<file path="config.mk">
export PLATFORM = sky130hd
export DESIGN_NAME = qr_top
export DESIGN_NICKNAME = d
export VERILOG_FILES = /design/src/common/qr_pkg.sv /design/src/capture/pixel_capture.sv /design/src/clean/clean_pass.sv /design/src/bit_ram.sv /design/src/display_reader.sv /design/src/qr_top.sv /design/src/scan_sequencer.sv
export SDC_FILE = /design/constraint.sdc
export NUM_CORES = 2
export LEC_CHECK = 0
export ABC_CLOCK_PERIOD_IN_PS = 28600
export BUFFER_PORTS_ARGS = -buffer_cell sky130_fd_sc_hd__buf_2
export CORE_MARGIN = 5
export CORE_UTILIZATION = 35
export DETAILED_ROUTE_END_ITERATION = 10
export SLEW_MARGIN = 25
export SYNTH_ARGS = -nofsm -noshare
export SYNTH_HDL_FRONTEND = slang
export SYNTH_SLANG_ARGS = --single-unit
</file>
<file path="constraint.sdc">
create_clock -name clk_pixel -period 28.6 [get_ports clk_pixel]
set_clock_uncertainty 0.15 [all_clocks]
set_input_delay 4.29 -clock clk_pixel [delete_from_list [all_inputs] [get_ports clk_pixel]]
set_output_delay 4.29 -clock clk_pixel [all_outputs]
set_load 0.01 [all_outputs]
</file>
<file path="src/common/qr_pkg.sv">
package qr_pkg;

  // stored window, the corner of the camera raster that gets kept
  localparam int store_w = 32;
  localparam int store_h = 32;
  localparam int ram_depth = store_w * store_h; // one bit per stored pixel

  typedef logic [5:0] coord_t; // camera or screen coordinate, rasters up to 64
  typedef logic [$clog2(ram_depth)-1:0] addr_t; // column + store_w * row
  typedef logic [15:0] rgb565_t; // r[15:11] g[10:5] b[4:0]
  typedef logic [7:0] thresh_t; // luma threshold, 0..255
  typedef logic [1:0] view_t; // 0 frame, 1 cleaned, 2 and 3 black

  // scan phases, only ever moving forward until reset
  typedef enum logic [1:0] {
    phase_streaming, // capture runs, view 0 shows the live frame
    phase_cleaning,  // majority pass owns the frame buffer read port
    phase_done       // cleaned buffer ready
  } scan_phase_t;

  // one camera beat, no back-pressure
  typedef struct packed {
    logic valid;
    coord_t hcount;
    coord_t vcount;
    rgb565_t pixel;
  } cam_pix_t;

  // one display lookup, answered two cycles later
  typedef struct packed {
    logic valid;
    coord_t x;
    coord_t y;
  } disp_req_t;

  // one write into a one-bit buffer
  typedef struct packed {
    logic we;
    addr_t addr;
    logic data;
  } ram_wr_t;

endpackage

</file>
<file path="src/capture/pixel_capture.sv">
module pixel_capture (
  input logic clk_pixel,
  input logic sys_rst,
  input qr_pkg::cam_pix_t cam,
  input qr_pkg::thresh_t thresh,
  input logic freeze,
  output qr_pkg::ram_wr_t wr
);

  // channels expanded to 8 bits
  logic [7:0] red8;
  logic [7:0] green8;
  logic [7:0] blue8;
  logic [10:0] luma_sum; // 2r + 5g + b, max 2004
  logic [7:0] luma;
  logic bin_q; // stage 1 binarized pixel
  logic valid_q;
  logic in_win_q;
  qr_pkg::addr_t addr_q;

  assign red8 = {cam.pixel[15:11], 3'b000};
  assign green8 = {cam.pixel[10:5], 2'b00};
  assign blue8 = {cam.pixel[4:0], 3'b000};
  assign luma_sum = {2'b00, red8, 1'b0} + 11'(green8) * 11'd5 + {3'b000, blue8};
  assign luma = luma_sum[10:3]; // divide by 8

  // first stage thresholds the beat and places it in the window
  always_ff @(posedge clk_pixel) begin
    bin_q <= luma > thresh; // strictly above counts as white
    in_win_q <= (cam.hcount < qr_pkg::store_w) && (cam.vcount < qr_pkg::store_h);
    addr_q <= qr_pkg::addr_t'(cam.hcount + qr_pkg::store_w * cam.vcount);
    if (sys_rst) begin
      valid_q <= 1'b0;
    end else begin
      valid_q <= cam.valid;
    end
  end

  // second stage writes the buffer unless frozen or outside the window
  always_ff @(posedge clk_pixel) begin
    wr.addr <= addr_q;
    wr.data <= bin_q;
    if (sys_rst) begin
      wr.we <= 1'b0;
    end else begin
      wr.we <= valid_q && in_win_q && !freeze;
    end
  end

  // every write stems from an in-window beat two cycles back and never wraps the buffer
  a_wr_in_range: assert property (@(posedge clk_pixel) disable iff (sys_rst)
    wr.we |-> ($past(cam.hcount, 2) < qr_pkg::store_w)
      && ($past(cam.vcount, 2) < qr_pkg::store_h));

endmodule

</file>
<file path="src/clean/clean_pass.sv">
module clean_pass (
  input logic clk_pixel,
  input logic sys_rst,
  input qr_pkg::scan_phase_t phase,
  output qr_pkg::addr_t rd_addr,
  input logic rd_data, // frame bit for the address issued last cycle
  output qr_pkg::ram_wr_t wr,
  output logic done
);

  // counts one past the last address, that extra slot flushes the final pixel
  logic [$clog2(qr_pkg::ram_depth):0] rd_cnt;
  logic [$clog2(qr_pkg::ram_depth):0] arr_idx; // index of the bit now on rd_data
  logic arr_valid;
  logic sweep_on;
  logic row_start; // arriving bit opens a new row, or is the flush slot
  logic left_bit; // window, two pixels back
  logic mid_bit; // window, one pixel back, the one being emitted
  logic right_bit;
  logic maj_bit;

  // sweep once, the counter parks past the end and never rearms
  assign sweep_on = (phase == qr_pkg::phase_cleaning) && (rd_cnt <= qr_pkg::ram_depth);
  assign rd_addr = qr_pkg::addr_t'(rd_cnt);

  assign row_start = (arr_idx % qr_pkg::store_w) == 0;
  assign right_bit = row_start ? 1'b0 : rd_data; // missing right neighbour reads 0
  assign maj_bit = (left_bit & mid_bit) | (left_bit & right_bit) | (mid_bit & right_bit);

  always_ff @(posedge clk_pixel) begin
    arr_idx <= rd_cnt;
    if (sys_rst) begin
      rd_cnt <= '0;
      arr_valid <= 1'b0;
    end else begin
      arr_valid <= sweep_on;
      if (sweep_on) begin
        rd_cnt <= rd_cnt + 1'b1;
      end
    end
  end

  // slide the window along the row
  always_ff @(posedge clk_pixel) begin
    if (arr_valid) begin
      left_bit <= row_start ? 1'b0 : mid_bit; // left edge of a row reads 0
      mid_bit <= rd_data;
    end
  end

  // emit the pixel one behind the read
  always_ff @(posedge clk_pixel) begin
    wr.addr <= qr_pkg::addr_t'(arr_idx - 1'b1);
    wr.data <= maj_bit;
    if (sys_rst) begin
      wr.we <= 1'b0;
      done <= 1'b0;
    end else begin
      wr.we <= arr_valid && (arr_idx != 0); // index 0 has nothing behind it yet
      done <= wr.we && (wr.addr == qr_pkg::addr_t'(qr_pkg::ram_depth - 1));
    end
  end

  // the sequencer leaves cleaning only after seeing done
  a_done_in_clean: assert property (@(posedge clk_pixel) disable iff (sys_rst)
    done |-> (phase == qr_pkg::phase_cleaning));

endmodule

</file>
<file path="src/bit_ram.sv">
module bit_ram (
  input logic clk_pixel,
  input qr_pkg::ram_wr_t wr,
  input qr_pkg::addr_t rd_addr,
  output logic rd_data
);

  logic mem [qr_pkg::ram_depth]; // one bit per window pixel

  // write port
  always_ff @(posedge clk_pixel) begin
    if (wr.we) begin
      mem[wr.addr] <= wr.data;
    end
  end

  // registered read, data one cycle after the address
  always_ff @(posedge clk_pixel) begin
    rd_data <= mem[rd_addr];
  end

endmodule

</file>
<file path="src/display_reader.sv">
module display_reader (
  input logic clk_pixel,
  input logic sys_rst,
  input qr_pkg::disp_req_t req,
  input qr_pkg::view_t view,
  input qr_pkg::scan_phase_t phase,
  input qr_pkg::addr_t clean_addr,
  output qr_pkg::addr_t frame_addr,
  input logic frame_bit,
  output qr_pkg::addr_t cleaned_addr,
  input logic cleaned_bit,
  output logic pix_valid,
  output logic pix
);

  qr_pkg::addr_t req_addr; // screen maps straight onto the window
  logic req_in_win;
  logic cleaning;
  logic valid_q; // stage 1, buffers are reading
  logic in_win_q;
  logic blank_q; // asked while cleaning ran
  qr_pkg::view_t view_q;

  assign cleaning = (phase == qr_pkg::phase_cleaning);
  assign req_in_win = (req.x < qr_pkg::store_w) && (req.y < qr_pkg::store_h);
  assign req_addr = qr_pkg::addr_t'(req.x + qr_pkg::store_w * req.y);

  // cleaning pass owns the frame read port while it runs
  assign frame_addr = cleaning ? clean_addr : req_addr;
  assign cleaned_addr = req_addr;

  always_ff @(posedge clk_pixel) begin
    in_win_q <= req_in_win;
    blank_q <= cleaning;
    view_q <= view;
    if (sys_rst) begin
      valid_q <= 1'b0;
      pix_valid <= 1'b0;
      pix <= 1'b0;
    end else begin
      valid_q <= req.valid;
      pix_valid <= valid_q;
      // stage 2: pick the view, black outside the window or for views 2 and 3
      case (view_q)
        2'd0: pix <= in_win_q && !blank_q && frame_bit;
        2'd1: pix <= in_win_q && !blank_q && cleaned_bit;
        default: pix <= 1'b0;
      endcase
    end
  end

endmodule

</file>
<file path="src/qr_top.sv">
module qr_top (
  input logic clk_pixel,
  input logic sys_rst,
  input qr_pkg::cam_pix_t cam, // camera beat, taken every cycle
  input qr_pkg::thresh_t thresh,
  input logic freeze, // stops capture into the frame buffer
  input logic start, // with freeze, kicks off the cleaning pass
  input qr_pkg::view_t view,
  input qr_pkg::disp_req_t req,
  output logic pix_valid,
  output logic pix,
  output qr_pkg::scan_phase_t phase
);

  qr_pkg::ram_wr_t cap_wr; // capture into frame buffer
  qr_pkg::ram_wr_t clean_wr; // cleaning pass into cleaned buffer
  qr_pkg::addr_t clean_addr; // read address from the cleaning pass
  qr_pkg::addr_t frame_addr;
  qr_pkg::addr_t cleaned_addr;
  logic frame_bit; // shared by display and cleaning
  logic cleaned_bit;
  logic clean_done;

  pixel_capture i_pixel_capture (
    .clk_pixel(clk_pixel),
    .sys_rst(sys_rst),
    .cam(cam),
    .thresh(thresh),
    .freeze(freeze),
    .wr(cap_wr)
  );

  // binarized camera frame
  bit_ram i_frame_ram (
    .clk_pixel(clk_pixel),
    .wr(cap_wr),
    .rd_addr(frame_addr),
    .rd_data(frame_bit)
  );

  clean_pass i_clean_pass (
    .clk_pixel(clk_pixel),
    .sys_rst(sys_rst),
    .phase(phase),
    .rd_addr(clean_addr),
    .rd_data(frame_bit), // arrives one cycle after clean_addr
    .wr(clean_wr),
    .done(clean_done)
  );

  // majority-filtered copy
  bit_ram i_clean_ram (
    .clk_pixel(clk_pixel),
    .wr(clean_wr),
    .rd_addr(cleaned_addr),
    .rd_data(cleaned_bit)
  );

  scan_sequencer i_scan_sequencer (
    .clk_pixel(clk_pixel),
    .sys_rst(sys_rst),
    .freeze(freeze),
    .start(start),
    .done(clean_done),
    .phase(phase)
  );

  display_reader i_display_reader (
    .clk_pixel(clk_pixel),
    .sys_rst(sys_rst),
    .req(req),
    .view(view),
    .phase(phase),
    .clean_addr(clean_addr),
    .frame_addr(frame_addr),
    .frame_bit(frame_bit),
    .cleaned_addr(cleaned_addr),
    .cleaned_bit(cleaned_bit),
    .pix_valid(pix_valid),
    .pix(pix)
  );

endmodule

</file>
<file path="src/scan_sequencer.sv">
module scan_sequencer (
  input logic clk_pixel,
  input logic sys_rst,
  input logic freeze,
  input logic start,
  input logic done, // one-cycle pulse from the cleaning pass
  output qr_pkg::scan_phase_t phase
);

  always_ff @(posedge clk_pixel) begin
    if (sys_rst) begin
      phase <= qr_pkg::phase_streaming;
    end else begin
      case (phase)
        qr_pkg::phase_streaming: begin
          // decode only on a frozen picture
          if (freeze && start) begin
            phase <= qr_pkg::phase_cleaning;
          end
        end
        qr_pkg::phase_cleaning: begin
          if (done) begin
            phase <= qr_pkg::phase_done;
          end
        end
        qr_pkg::phase_done: begin
          phase <= qr_pkg::phase_done; // held until reset
        end
        default: begin
          phase <= qr_pkg::phase_streaming;
        end
      endcase
    end
  end

  // phase only ever steps forward between resets
  a_forward_only: assert property (@(posedge clk_pixel) disable iff (sys_rst)
    1'b1 |=> (phase >= $past(phase)));

endmodule

</file>
* Yosys cells after proc, flatten, opt, wreduce, memory -nomap -nowiden
Memories as Yosys holds them, arrays and structs flattened. A register that Yosys moved wholly into a read port is not among the register bits.
Cells that the tools add are included.
** Word-level totals
- Flip-flop bits (word level) :: 72
- Bits in latches :: 0
- Memory bits (writable) :: 2048
- Bits in read-only memories :: 0
- Bits of input ports :: 56
- Output and inout bits :: 4
- Word-level logic and storage cells :: 77
- Memories kept :: 2
** Cells by class
- $add $sub $neg :: 6
- Multiply operators :: 1
- Div/mod/pow operators :: 0
- Order comparisons :: 6
- Equality and inequality tests :: 6
- Shifts and indexed selects :: 0
- Mux-type cells :: 10
- Bitwise operators :: 5
- Reduce and logical (&&, ||, !) cells :: 18
** Memory list
- i_clean_ram.mem :: depth 1024, width 1, rd ports 1, clocked after memory_dff 1, write ports 1, line bit_ram.sv:8 : logic mem [qr_pkg::ram_depth];
- i_frame_ram.mem :: depth 1024, width 1, rd ports 1, clocked after memory_dff 1, write ports 1, line bit_ram.sv:8
** Operator list (count)
- 32-bit zero test :: 1
- 6-bit < comparator, second input constant :: 4
- 6-bit by 10-bit adder with 10-bit output :: 2
- 11-bit by 1-bit adder with 11-bit output, second input constant :: 1
- 11-bit by 8-bit adder with 11-bit output :: 1
- 9-bit by 11-bit adder with 11-bit output :: 1
- 11-bit less-or-equal comparator, second input constant :: 1
- 1-bit logical AND :: 11
- 11-bit nonzero test :: 1
- 10-bit equality test, second input constant :: 1
- 10-bit 2-to-1 mux :: 1
- 10-bit by 1-bit subtractor with 10-bit output, second input constant :: 1
- 6-bit by 3-bit multiplier with 9-bit output, second input constant :: 1
- 8-bit greater-than comparator :: 1
- 2-bit case mux with 3 select lines :: 1
- 1-bit 2-to-1 mux :: 5
- 2-bit by 1-bit equality test with 1-bit output, second input constant :: 2
- 2-bit zero test :: 2
- 2-bit 2-to-1 mux :: 2
- 1-bit bitwise AND :: 3
- 2-bit equality test, second input constant :: 1
- 1-bit zero test :: 2
- 2-bit by 1-bit != test with 1-bit output, second input constant :: 1
- 2-bit != test, second input constant :: 1
- 3 further kinds :: 4

* Logic depth before layout (Yosys ltp)
- Word-level depth :: 5
- Gate-level depth with buffers :: 16
- Depth with buffers taken out :: 16

* Modules after synthesis
From an unflattened synthesis, not the netlist that was laid out.
** Unflattened totals
- Cells, all modules :: 6553
- Area total of the unflattened synthesis :: 92676.4 um^2
** By module, submodules not included
- bit_ram :: times used 2, cells each 3112, area each 44656.6 um^2, seq. area each 30769.5 um^2
- clean_pass :: times used 1, cells each 144, area each 1450.1 um^2, seq. area each 780.7 um^2
- pixel_capture :: times used 1, cells each 115, area each 1295.0 um^2, seq. area each 500.5 um^2
- display_reader :: times used 1, cells each 54, area each 451.7 um^2, seq. area each 140.1 um^2
- scan_sequencer :: times used 1, cells each 16, area each 166.4 um^2, seq. area each 40.0 um^2

* Least setup slack after synthesis
Ideal clock, no wire load.
- Kind :: register to register
- Start point :: reg, netlist name i_clean_pass.wr[0]
- End point :: mem i_clean_ram.mem[0], data pin
- Library setup time :: 2.812 ns
- Arrival :: 12.732 ns
- Data required time :: 25.638 ns
- Setup slack :: 12.905 ns
- Cell stages (with the launch flop) :: 1
- Path buffers :: 0
- Clock period less this slack :: 15.695 ns
- Path through :: dfxtp_1
** RTL lines (line)
- end, declared :: bit_ram.sv:8
No word-level cell before the write port.

* Worst setup path after layout
- Start point :: in req[6] in the netlist's numbering
- End point :: reg i_frame_ram.rd_data (read register of i_frame_ram.mem)
** Between the ends
- Cells in the longest elaborated chain, start to end :: 2
** RTL lines
- start, declared :: line qr_top.sv:9 : input qr_pkg::disp_req_t req,
- 6-bit by 10-bit adder with 10-bit output :: line display_reader.sv:26 : assign req_addr = qr_pkg::addr_t'(req.x + qr_pkg::store_w * req.y);
- 10-bit 2-to-1 mux :: line display_reader.sv:29 : assign frame_addr = cleaning ? clean_addr : req_addr;
- end, declared :: line bit_ram.sv:5 : output logic rd_data
No other way between the ends.
A chain may end at the register's enable or synchronous reset.

==> flow_summary.json <==
{
  "grt_pass1_wl_um": 358000,
  "grt-ovfl-total": 0,
  "cts.repair.resized": 0,
  "grt_usage_pct": 17.6,
  "rr_startpoint": "i_scan_sequencer.phase[1]$_SDFFE_PP0P_",
  "setup_viol": 0,
  "core_mm2": 0.260,
  "path_cells": "buf_8, mux2i_4, buf_8, buf_4, buf_4, mux4_2, a2111oi_2, nor3_1, o41ai_1, nand4_1, a211oi_1, nor4_1",
  "syn_area_mm2": 0.0915,
  "tns_ns": 0,
  "synthCells": 6600,
  "fin_crit_ns": 8.69,
  "rows": 187,
  "antenna_left": 0,
  "power_w": 0.00770,
  "synthXorXnorAreaFrac_pct": 0.287,
  "post_cts_buffers": 0,
  "worstPathRequired_ns": 29.20,
  "worst_slew_pin_slew_ns": 1.19,
  "grt_antenna_before_repair": 7,
  "power_density_mw_per_mm2": 75.4,
  "grt_pass1_vias": 54300,
  "cts_buffer_depth": 3,
  "cp-endpoint": "i_frame_ram.rd_data$_DFF_P_",
  "avgSynthCellArea_um2": 13.9,
  "grt_util_met2_pct": 30.2,
  "final_nets": 6495,
  "post-route-cell-area_mm2": 0.102,
  "synth_compound_area_share_pct": 2.97,
  "drt-pass1-iter-count": 5,
  "rsz0062_at_grt": "false",
  "combPwrFrac_pct": 14.8,
  "finalMaxSlewViolations": 0,
  "cts_tree": "done",
  "post_dp_cell_area_mm2": 0.0950,
  "yosys-mux-area-fraction_pct": 12.4,
  "max_freq_mhz": 115,
  "route.vias.total": 54500,
  "yosysWarningCount": 0,
  "ys_ff_latch": 2122,
  "synth_flop_cell": "edfxtp_1",
  "vdd.ir_drop.worst_mv": 0.0744,
  "use_met3_pct": 2.89,
  "portBuffers": 59,
  "first_iter_violations": 6441,
  "synth_edf_count": 2050,
  "final_cell_mix": "nor2_1, edfxtp_1, mux4_2",
  "grt_use_met1_pct": 22.9,
  "cp_max_fo": 55,
  "worstSkewPairLatency_ns": 0.87,
  "fill_cells": 24300,
  "critPathLaunchType": "primary input",
  "critical_path_class": "in -> reg",
  "dp_hpwl_um": 122000,
  "root_buffer": "clkbuf_16",
  "r2r_slack_ns": 22.44,
  "worst_path_max_delay_cell": "o41ai_1",
  "intPower_w": 0.00562,
  "cts.sinks": 2122,
  "end_kind": "flop",
  "synthArstFlopShare_pct": 0,
  "die_width_um": 521,
  "p_seq_share_pct": 49.3,
  "clk_pin_slew_ns": 0.06,
  "p_sw_w": 0.00209,
  "holdWs_ns": 0.174,
  "reg2reg_depth": 14,
  "synth.distinct_cells": 58,
  "h-tree-depth": 4,
  "seq_area_frac_synth_pct": 68.8,
  "worstHoldPathType": "reg -> reg",
  "drcViolationCount": 0,
  "post-route-period-util_pct": 30.4,
  "place_congestion": 0.766,
  "initial_core_util_pct": 35.2,
  "clkPwrFrac_pct": 35.9,
  "design.die.area_mm2": 0.272,
  "grt_max_degree": 272,
  "die_y_um": 521,
  "cpPeakStageDelay_ns": 0.82,
  "vias_per_cell": 5.41,
  "switching_share_pct": 27.1,
  "synth_simple_gate_area_share_pct": 12.0,
  "p_leak_nw": 30.9,
  "maxSlewHeadroom_pct": 18.5,
  "io_pins": 60,
  "r2r-end": "i_frame_ram.rd_data$_DFF_P_",
  "drive_gt1_share_pct": 16.6,
  "numCtsBuffers": 219,
  "hold_buffers": 0,
  "syn_nets": 6696,
  "mostFrequentLayoutCell": "nor2_1",
  "post_drt_wl_per_cell_um": 24.2,
  "cp_data_arrival_time_ns": 9.29,
  "cp-startpoint": "req[6]",
  "synth_fa_ha_area_share_pct": 0.596,
  "hold_violations": 0,
  "grt-busiest-layer": "met2",
  "cap_violations": 0,
  "area.growth.synth_to_final_pct": 11.7,
  "routed_wl_um": 244000,
  "synth_top_family_by_area": "multiplexers",
  "finalCoreUtilization_pct": 39.3,
  "status": "complete, no violations"
}
## metal layers
layer  wire [µm]  share of wire (%)
met2      122000                 50
met1       96800                 40
met5          58              0.024
met4        6470                2.7
met3       18600                7.6
## registers in the layout (all words and copies together), names as in the netlist, 2 cells and up
signal / flops
i_clean_ram.mem: 1024
i_frame_ram.mem: 1024
i_clean_pass.wr: 12
i_pixel_capture.wr: 12
i_clean_pass.arr_idx: 11
i_clean_pass.rd_cnt: 11
i_pixel_capture.addr_q: 10
i_display_reader.view_q: 2
i_scan_sequencer.phase: 2
## worst min path at each step
stage                                                 start  cells after the start  slack [ns]                             end
after detailed placement      i_pixel_capture.bin_q$_DFF_P_                      0        0.16   i_pixel_capture.wr[0]$_DFF_P_
after global placement    i_pixel_capture.addr_q[9]$_DFF_P_                      0        0.16  i_pixel_capture.wr[10]$_DFF_P_
after CTS                     i_pixel_capture.bin_q$_DFF_P_                      0        0.18   i_pixel_capture.wr[0]$_DFF_P_
after floorplan               i_pixel_capture.bin_q$_DFF_P_                      0        0.16   i_pixel_capture.wr[0]$_DFF_P_
after global routing      i_pixel_capture.addr_q[4]$_DFF_P_                      0        0.19   i_pixel_capture.wr[5]$_DFF_P_
final                         i_pixel_capture.bin_q$_DFF_P_                      0        0.17   i_pixel_capture.wr[0]$_DFF_P_
## kinds of logic (layout without fill, tap and decap cells)
logic type | after synthesis | count (layout)
buffers and inverters | 638 | 618
and+or+nand+nor | 2804 | 2804
xor gates and xnor gates | 30 | 30
other | 0 | 1
DFF | 2122 | 2122
adders and majority gates | 40 | 40
muxes | 553 | 553
AOI/OAI and AO/OA | 413 | 413
## final cells by class
cell class,count,area (µm²),share of cell area (%)
clock inverters,118,1130,1.11
inverters,28,105,0.103
repair buffers,188,1430,1.40
well taps,3496,4370,4.28
flip-flops and latches,2122,63000,61.7
clock buffers,284,5820,5.69
diodes,1,2.50,0.00245
multi-input cells,3840,26300,25.7
## synth_stat cells, types with 5 or more instances
| cell | instances | share of area, % |
|---|---|---|
| o41ai_1 | 10 | 0.096 |
| mux2i_1 | 83 | 0.91 |
| buf_4 | 24 | 0.20 |
| buf_1 | 108 | 0.44 |
| a211oi_1 | 5 | 0.041 |
| nand4_1 | 8 | 0.055 |
| xor2_1 | 12 | 0.11 |
| and3_1 | 12 | 0.082 |
| nand2_1 | 519 | 2.1 |
| buf_2 | 74 | 0.40 |
| nor2_1 | 2090 | 8.6 |
| o22ai_1 | 18 | 0.12 |
| ha_1 | 34 | 0.46 |
| nor3b_1 | 11 | 0.090 |
| nor2b_1 | 13 | 0.089 |
| buf_6 | 8 | 0.098 |
| and3b_1 | 8 | 0.077 |
| o21ai_0 | 6 | 0.033 |
| xnor2_1 | 18 | 0.17 |
| a32oi_1 | 5 | 0.048 |
| inv_1 | 28 | 0.11 |
| mux4_2 | 464 | 11 |
| clkbuf_1 | 393 | 1.6 |
| fa_1 | 6 | 0.13 |
| and2_1 | 12 | 0.082 |
| a21oi_1 | 216 | 1.2 |
| edfxtp_1 | 2050 | 67 |
| nor3_1 | 73 | 0.40 |
| a22oi_1 | 8 | 0.066 |
| a21o_1 | 6 | 0.049 |
| o221ai_1 | 37 | 0.35 |
| dfxtp_1 | 72 | 1.6 |
| nand3_1 | 32 | 0.18 |
| a2111oi_0 | 83 | 0.79 |
## through the flow
stage | setup slack [ns] | instances
finish | 19.91 | 10100
global route | 19.63 | 10100
CTS | 19.91 | 10100
detailed placement | 18.96 | 9672
global placement | 18.37 | 9671
floorplan | 12.91 | 6600
## worst max-delay path: cells and delay by family
family	cells	cell delay, ns
mux	2	1.09
buf+inv	4	1.86
compound gates	3	1.56
simple gates	3	0.41
## power by group through the flow
stage / clock network (W) / registers (W) / logic, W
after global routing: 0.00295 / 0.00380 / 0.00123
final: 0.00277 / 0.00380 / 0.00114
after floorplan: 0 / 0.00437 / 0.000591
after detailed placement: 0 / 0.00388 / 0.00111
after CTS: 0.00282 / 0.00381 / 0.00112
after global placement: 0 / 0.00387 / 0.00108
(Power assumes the default switching activity.)
